===== config.mk =====
export PLATFORM = sky130hd
export DESIGN_NAME = clocks_resets
export DESIGN_NICKNAME = d
export VERILOG_FILES = /design/src/hdl/crg_state_pkg.sv /design/src/hdl/crg_timing_pkg.sv /design/src/hdl/crg_if.sv /design/src/hdl/clocks_resets.sv /design/src/hdl/pll_model.sv /design/src/hdl/reset_ctrl.sv /design/src/hdl/sync_chain.sv
export SDC_FILE = /design/constraint.sdc
export NUM_CORES = 1
export LEC_CHECK = 0
export BUFFER_PORTS_ARGS = -buffer_cell sky130_fd_sc_hd__buf_2
export CORE_UTILIZATION = 50
export CTS_CLUSTER_SIZE = 20
export DETAILED_ROUTE_END_ITERATION = 16
export PLACE_DENSITY = 0.67
export SYNTH_ARGS = -nofsm -noshare
export SYNTH_HDL_FRONTEND = slang
export SYNTH_SLANG_ARGS = --single-unit

===== constraint.sdc =====
create_clock -name i_brd_clk_p -period 1.1 [get_ports i_brd_clk_p]
set_input_delay 0.11 -clock i_brd_clk_p [delete_from_list [all_inputs] [get_ports i_brd_clk_p]]
set_output_delay 0.11 -clock i_brd_clk_p [all_outputs]
set_load 0.02 [all_outputs]

===== src/hdl/crg_state_pkg.sv =====
package crg_state_pkg;

    // Lock timer states
    typedef enum logic [1:0] {
        LK_RESET  = 2'd0,   // Just out of board reset
        LK_COUNT  = 2'd1,   // Waiting for the lock delay
        LK_LOCKED = 2'd2    // PLL output usable
    } lock_state_e;

    // Reset sequencer states
    typedef enum logic [1:0] {
        RS_HOLD       = 2'd0,   // Stretched reset still draining
        RS_WAIT_CALIB = 2'd1,   // Waiting for DDR calibration
        RS_RUN        = 2'd2    // System reset released
    } rst_state_e;

endpackage


===== src/hdl/crg_timing_pkg.sv =====
package crg_timing_pkg;

    // ====================
    // System clock
    // ====================

    // Board cycles per system clock period
    // Must be even
    localparam int SYS_CLK_DIV = 4;

    // ====================
    // Lock and reset
    // ====================

    // Board cycles from board reset release to PLL lock
    localparam int LOCK_CYCLES = 20;

    // Stages in both synchronizer chains
    // Each stage advances once per system clock enable
    localparam int RST_SYNC_NUM = 8;

endpackage


===== src/hdl/crg_if.sv =====
`timescale 1ns/100ps

// Internal status between the clock model and the reset controller
interface crg_if;

    logic pll_locked;   // Lock flag from the PLL model
    logic sys_clk_en;   // One board cycle per system period
    logic rst_tmp;      // Board reset or not yet locked
    logic calib_sync;   // Calibration flag after the sync chain
    logic sys_rst;      // Registered system reset

    // Clock side
    modport src (
        output pll_locked,
        output sys_clk_en,
        input  rst_tmp
    );

    // Reset side
    modport ctrl (
        input  pll_locked,
        input  sys_clk_en,
        output rst_tmp,
        output calib_sync,
        output sys_rst
    );

endinterface


===== src/hdl/clocks_resets.sv =====
`timescale 1ns/100ps

module clocks_resets (
    input  logic i_brd_clk_p,
    input  logic i_brd_rst,
    input  logic i_ddr_calib_done,
    output logic o_sys_rst,
    output logic o_sys_clk,
    output logic o_clk_200
);

    // Status between the clock model and the reset controller
    crg_if u_crg ();

    // ====================
    // Clock generation
    // ====================
    pll_model u_pll_model (
        .i_brd_clk_p (i_brd_clk_p),
        .i_brd_rst   (i_brd_rst),
        .crg         (u_crg.src),
        .o_sys_clk   (o_sys_clk)
    );

    // ====================
    // Reset generation
    // ====================
    reset_ctrl u_reset_ctrl (
        .i_brd_clk_p      (i_brd_clk_p),
        .i_brd_rst        (i_brd_rst),
        .i_ddr_calib_done (i_ddr_calib_done),
        .crg              (u_crg.ctrl),
        .o_sys_rst        (o_sys_rst)
    );

    // Board clock goes out as is
    assign o_clk_200 = i_brd_clk_p;

endmodule


===== src/hdl/pll_model.sv =====
`timescale 1ns/100ps

module pll_model (
    input  logic i_brd_clk_p,
    input  logic i_brd_rst,
    crg_if.src   crg,
    output logic o_sys_clk
);
    import crg_timing_pkg::*;
    import crg_state_pkg::*;

    localparam int HALF_DIV = SYS_CLK_DIV / 2;
    localparam int LOCK_W   = $clog2(LOCK_CYCLES);
    localparam int DIV_W    = (HALF_DIV > 1) ? $clog2(HALF_DIV) : 1;

    lock_state_e       lock_state;
    logic [LOCK_W-1:0] lock_cnt;
    logic              pll_locked;
    logic [DIV_W-1:0]  div_cnt;
    logic              div_wrap;
    logic              sys_clk;
    logic              sys_clk_en;

    // ====================
    // Lock timer
    // ====================
    always_ff @(posedge i_brd_clk_p or posedge i_brd_rst)
    begin
        if (i_brd_rst)
        begin
            lock_state <= LK_RESET;
            lock_cnt   <= '0;
            pll_locked <= 1'b0;
        end
        else
        begin
            case (lock_state)
                LK_RESET:
                begin
                    lock_state <= LK_COUNT;
                    lock_cnt   <= LOCK_W'(1);   // First cycle after release
                end
                LK_COUNT:
                begin
                    if (lock_cnt == LOCK_W'(LOCK_CYCLES - 1))
                    begin
                        lock_state <= LK_LOCKED;
                        pll_locked <= 1'b1;
                    end
                    else
                        lock_cnt <= lock_cnt + LOCK_W'(1);
                end
                LK_LOCKED:
                    pll_locked <= 1'b1;         // Stays locked until board reset
                default:
                    lock_state <= LK_RESET;
            endcase
        end
    end

    // ====================
    // System clock divider
    // ====================
    assign div_wrap = (div_cnt == DIV_W'(HALF_DIV - 1));

    always_ff @(posedge i_brd_clk_p or posedge i_brd_rst)
    begin
        if (i_brd_rst)
        begin
            div_cnt    <= '0;
            sys_clk    <= 1'b0;
            sys_clk_en <= 1'b0;
        end
        else if (crg.rst_tmp)   // No output before lock
        begin
            div_cnt    <= '0;
            sys_clk    <= 1'b0;
            sys_clk_en <= 1'b0;
        end
        else
        begin
            sys_clk_en <= div_wrap & ~sys_clk;   // Goes high with the rising edge
            if (div_wrap)
            begin
                div_cnt <= '0;
                sys_clk <= ~sys_clk;
            end
            else
                div_cnt <= div_cnt + DIV_W'(1);
        end
    end

    assign crg.pll_locked = pll_locked;
    assign crg.sys_clk_en = sys_clk_en;
    assign o_sys_clk      = sys_clk;

endmodule


===== src/hdl/reset_ctrl.sv =====
`timescale 1ns/100ps

module reset_ctrl (
    input  logic i_brd_clk_p,
    input  logic i_brd_rst,
    input  logic i_ddr_calib_done,
    crg_if.ctrl  crg,
    output logic o_sys_rst
);
    import crg_timing_pkg::*;
    import crg_state_pkg::*;

    logic       rst_tmp;
    logic       rst_chain_q;    // Stretched reset that drops once drained
    logic       calib_sync;
    rst_state_e rst_state;
    rst_state_e rst_state_nxt;
    logic       sys_rst;

    // Held in reset until the PLL reports lock
    assign rst_tmp = i_brd_rst | ~crg.pll_locked;

    // ====================
    // Synchronizer chains
    // ====================
    sync_chain #(
        .DEPTH     (RST_SYNC_NUM),
        .RESET_VAL (1'b1)
    ) u_rst_chain (
        .i_brd_clk_p (i_brd_clk_p),
        .i_rst_tmp   (rst_tmp),
        .i_en        (crg.sys_clk_en),
        .i_d         (1'b0),            // Zeros shift in after release
        .o_q         (rst_chain_q)
    );

    sync_chain #(
        .DEPTH     (RST_SYNC_NUM),
        .RESET_VAL (1'b0)
    ) u_calib_chain (
        .i_brd_clk_p (i_brd_clk_p),
        .i_rst_tmp   (rst_tmp),
        .i_en        (crg.sys_clk_en),
        .i_d         (i_ddr_calib_done),
        .o_q         (calib_sync)
    );

    // ====================
    // Release sequencer
    // ====================
    always_comb
    begin
        rst_state_nxt = rst_state;
        case (rst_state)
            RS_HOLD:
                if (!rst_chain_q)
                    rst_state_nxt = RS_WAIT_CALIB;
            RS_WAIT_CALIB:
                if (calib_sync)
                    rst_state_nxt = RS_RUN;
            RS_RUN:
                if (!calib_sync)
                    rst_state_nxt = RS_WAIT_CALIB;  // Calibration lost
            default:
                rst_state_nxt = RS_HOLD;
        endcase
    end

    always_ff @(posedge i_brd_clk_p or posedge rst_tmp)
    begin
        if (rst_tmp)
        begin
            rst_state <= RS_HOLD;
            sys_rst   <= 1'b1;
        end
        else
        begin
            rst_state <= rst_state_nxt;
            sys_rst   <= (rst_state_nxt != RS_RUN);   // Tracks the state register
        end
    end

    assign crg.rst_tmp    = rst_tmp;
    assign crg.calib_sync = calib_sync;
    assign crg.sys_rst    = sys_rst;
    assign o_sys_rst      = sys_rst;

endmodule


===== src/hdl/sync_chain.sv =====
`timescale 1ns/100ps

// Shift register that steps only on the system clock enable
module sync_chain #(
    parameter int DEPTH     = 2,
    parameter bit RESET_VAL = 1'b0
) (
    input  logic i_brd_clk_p,
    input  logic i_rst_tmp,
    input  logic i_en,
    input  logic i_d,
    output logic o_q
);

    logic [DEPTH-1:0] stages;

    always_ff @(posedge i_brd_clk_p or posedge i_rst_tmp)
    begin
        if (i_rst_tmp)
            stages <= {DEPTH{RESET_VAL}};           // Whole chain preset or cleared
        else if (i_en)
            stages <= {stages[DEPTH-2:0], i_d};     // New bit enters at the bottom
    end

    // Oldest bit leaves at the top
    assign o_q = stages[DEPTH-1];

endmodule


# Word-level counts from Yosys, hierarchy flattened
# Cells that the tools add are included.
[totals]
regBits = 30
in_bits = 3
output_inout_bits = 3
word_cells = 48
[classes]
addsub = 2
n_eq_ne = 8
muxes = 15
bitwise = 5
reduce_logical = 8
[ops]
columns = ["op", "count"]
rows = [
  ["$pmux W2 S3", 2],
  ["$pmux W5 S2", 1],
  ["$mux W2", 4],
  ["$mux W1", 6],
  ["$reduce_and A2 Y1", 3],
  ["$reduce_bool A2 Y1", 3],
  ["$add A5 B1 Y5 const B", 1],
  ["$eq A5 B5 Y1 const B", 1],
  ["$mux W5", 1],
  ["$eq A2 B1 Y1 const B", 2],
  ["$eq A2 B2 Y1 const B", 2],
  ["$logic_not A2 Y1", 2],
  ["$ne A2 B2 Y1 const B", 2],
  ["$not A1 Y1", 3],
  ["$ne A2 B1 Y1 const B", 1],
  ["$pmux W1 S2", 1],
  ["$add A1 B1 Y1 const B", 1],
  ["$and A1 B1 Y1", 1],
  ["$or A1 B1 Y1", 1],
]

# Longest topological paths before layout
[logic_depth]
word_depth = 3
ltp_mapped = 4
mapped_depth_nobuf = 4

# Hierarchy
# A second synthesis with hierarchy kept.
[hier_totals]
hier_cells = 90
hier_area_um2 = 1305.0
[by_module_without_submodules]
columns = ["mod", "n_inst", "cells_per_inst", "area_per_inst_um2", "seq_area_each_um2"]
rows = [
  ["pll_model", 1, 40, 483.0, 275.3],
  ["sync_chain at u_reset_ctrl.u_rst_chain", 1, 18, 345.3, 210.2],
  ["sync_chain at u_reset_ctrl.u_calib_chain", 1, 18, 335.3, 200.2],
  ["reset_ctrl", 1, 13, 133.9, 76.3],
  ["clocks_resets", 1, 1, 7.5, 0.0],
]

==> metrics.md <==
| Metric | Value |
|---|---|
| Status | `complete, but fails checks` |
| Failing checks | `negative setup slack` |
| Area occupied by multi-input gates | `429 µm²` |
| Wirelength, routed | `1750 µm` |
| Max-cap violations | `0` |
| CP Class | `flop to flop` |
| Initial DRC Count | `4` |
| Startpoint types | `flop` |
| Final hold violations | `0` |
| Syn Std Cell Area | `1210 µm²` |
| Setup Skew | `0.00602 ns` |
| Distinct cells, synth | `26` |
| Final worst slack | `-0.168 ns` |
| Worst Hold Class | `primary input to asynchronous set/reset pin` |
| Initial Util | `53.8%` |
| R2R depth | `4` |
| Share of layout cells above drive strength 1 | `51.7%` |
| Post-synth EDFFs | `0` |
| Minimum clock period | `1.27 ns` |
| FF-to-FF Start | `u_pll_model.lock_cnt[0]$_DFFE_PP0P_` |
| Crit-path cells | `ha_2 -> and4bb_4 -> a21o_1 -> a22o_1` |
| CTS tree | `yes` |
| RR Endpoint | `u_pll_model.lock_cnt[1]$_DFFE_PP0P_` |
| Area contributors post-synth | `dfrtp_1 43%, dfstp_2 19%, mux2_2 15%` |
| Initial antenna violation count | `0` |
| HPWL Detailed | `1160 µm` |
| Final Wtd Congestion | `0.762` |
| Critical Path Slowest Stage Cell | `dfrtp_1` |
| Fill cell count | `183` |
| Mapped Nets | `92` |
| Die ar. | `2630 µm²` |
| Hold WS | `0.255 ns` |
| Die height | `51.3 µm` |
| Post-Syn Area per Cell | `13.8 µm²` |
| Post-DP Area | `1350 µm²` |
| Vias in the first global route | `726` |
| Worst Path Required | `1.41 ns` |
| Arr. time, crit path | `1.57 ns` |
| Final Non-Filler Cells | `146` |
| Slowest stage delay, CP | `0.39 ns` |
| Clk slew on worst S/H paths | `0.09 ns` |
| DP Worst Slack | `-0.175 ns` |
| Routed length per instance | `12.0 µm` |
| RSZ-0062 raised after global routing | `true` |
| DRT antenna net count | `0` |
| Worst path bufs/invs | `0` |
| Max-slew headroom | `85.0%` |
| Period utilization | `115%` |
| Die width | `51.3 µm` |
| Worst-Skew Late Latency | `0.41 ns` |
| Pleak | `0.703 nW` |
| Util after Layout | `66.9%` |
| Via count | `706` |
| 1st-pass router iterations | `4` |
| NumNets Final | `121` |
| First-pass GRT wire length | `3050 µm` |
| CP endpoint kind | `flop` |
| Top_reg_cell synth | `dfrtp_1` |
| Mapped Cells | `88` |
| DRC | `0` |
| R2R setup slack | `-0.17 ns` |
| Yosys Warn Count | `0` |
| PD cells | `1550 nW/µm²` |
| Synth area leader | `dfrtp_1` |
| # setup viols final | `8` |
| Routed vias/inst | `4.84` |
| Area of the core | `2250 µm²` |
| Max-slew violation count | `0` |
| Peak VDD IR | `0.00138 V` |
| Gr usage total | `17.3%` |
| F_max | `788 MHz` |
| Finished Cell Area | `1510 µm²` |
| Setup TNS | `-0.623 ns` |
| Total Power | `2.34 mW` |
| Gr ovfl total | `0` |
| Placed cells | `129` |
| Ys async rst share | `100%` |
| Share of the synthesized area in the top cell type | `43.3%` |
| FF+latch area | `762 µm²` |
| IO Pins | `6` |
| Layout area overhead | `24.3%` |
| Slew at the pin closest to its max-slew limit | `0.225 ns` |
| PortBufs | `5` |
| Max FO, Critical Path | `6` |
| Sequential element share of the synthesized area | `62.8%` |
| Family with the most delay on the worst path | `flip-flops` |
| Std cell rows | `17` |
| Yosys reg bits | `30` |
| Largest net degree at the start of global routing | `20` |
| N_diodes | `0` |
## per-layer routing
layer | global-route usage (%) | wire, µm | up-vias | part of all wire (%)
met4 | 14.9 | 29 | 0 | 1.7
li1 | - | - | 360 | -
met2 | 20.2 | 735 | 9 | 42
met3 | 7.14 | 54 | 3 | 3.1
met5 | 0 | 0 | - | 0
met1 | 23.9 | 935 | 334 | 53
## where the power goes
| group | total (mW) | switching [mW] | leakage (nW) | internal, mW |
|---|---|---|---|---|
| Sequential | 1.26 | 0.0495 | 0.344 | 1.21 |
| Clock | 0.879 | 0.419 | 0.0503 | 0.460 |
| Combinational | 0.200 | 0.0779 | 0.308 | 0.122 |
## repair_timing
action | in CTS | in global routing
hold buffers | 2 | 0
hold endpoints to repair | 22 | 0
endpoints found under the setup margin | 9 | 10
pin swaps | 1 | 5
buffers inserted | 2 | 2
resized for setup | 2 | 5
## cell usage after synthesis (all sizes together) (2+ instances only)
cell	number
a21o	2
a22o	2
buf	3
dfrtp	21
dfstp	9
inv	5
mux2	16
mux2i	3
nand2	4
nand3	2
nor2	4
nor2b	4
o21ai	2
## layout make-up
class                      instances  area share [%]
timing repair buffer              21            11.8
inverter                           5            1.24
multi-input combinational         50            28.4
sequential                        30            50.5
tap                               28            2.32
clock buffer                      12            5.72
## registers in the layout, summed over array words and instances (netlist names)
signal / cells
u_reset_ctrl.u_calib_chain.stages: 8
u_reset_ctrl.u_rst_chain.stages: 8
u_pll_model.div_cnt: 1
u_pll_model.o_sys_clk: 1
u_reset_ctrl.rst_state: 2
u_pll_model.crg.pll_locked: 1
u_pll_model.lock_cnt: 5
u_pll_model.lock_state: 2
u_pll_model.crg.sys_clk_en: 1
u_reset_ctrl.crg.sys_rst: 1
## cell usage in the layout, fill, tap and decap left out
cell	instances
dlygate4sd3_1	2
nand2b_1	1
ha_2	1
o21ai_0	1
clkbuf_8	1
a21o_1	1
nand3_2	1
a21o_2	1
a22o_1	2
buf_12	1
inv_1	5
buf_2	3
xor2_1	1
clkbuf_1	2
dfstp_2	9
nand2_1	4
mux2_2	16
a211o_2	1
nor2b_1	3
a21oi_2	1
and4bb_4	1
nor2_1	4
nand4_1	1
o21ai_1	1
nand3_1	1
nor3b_1	1
buf_6	2
or3b_1	1
buf_4	14
dfrtp_1	21
clkbuf_4	8
nor2b_2	1
mux2i_1	3
xnor2_1	1
o22ai_1	1
## cell families after synthesis
logic type / synth area share (%)
DFF: 62.8
muxes: 17.3
and+or+nand+nor: 9.07
AOI/OAI and AO/OA: 5.36
buffers and inverters: 2.99
xor gates and xnor gates: 1.44
adders and majority gates: 1.03
## worst max path at each step
| stage | endpoint | start | cells after the start | slack (ns) |
|---|---|---|---|---|
| after floorplan | u_pll_model.lock_cnt[1]$_DFFE_PP0P_ | u_pll_model.lock_cnt[0]$_DFFE_PP0P_ | 4 | -0.14 |
| after global placement | u_pll_model.lock_cnt[1]$_DFFE_PP0P_ | u_pll_model.lock_cnt[1]$_DFFE_PP0P_ | 4 | -0.15 |
| after detailed placement | u_pll_model.lock_cnt[1]$_DFFE_PP0P_ | u_pll_model.lock_cnt[1]$_DFFE_PP0P_ | 4 | -0.17 |
| after CTS | u_pll_model.lock_cnt[1]$_DFFE_PP0P_ | u_pll_model.lock_cnt[0]$_DFFE_PP0P_ | 4 | -0.17 |
| after global routing | u_pll_model.lock_cnt[1]$_DFFE_PP0P_ | u_pll_model.lock_cnt[1]$_DFFE_PP0P_ | 4 | -0.21 |
| final | u_pll_model.lock_cnt[1]$_DFFE_PP0P_ | u_pll_model.lock_cnt[0]$_DFFE_PP0P_ | 4 | -0.17 |
## worst min-delay path, stage by stage
cell and delay, ns:
dlygate4sd3_1 0.53, buf_2 0.12, inv_1 0.07, buf_4 0.20
Note: power is estimated with default switching activity, not from simulation.
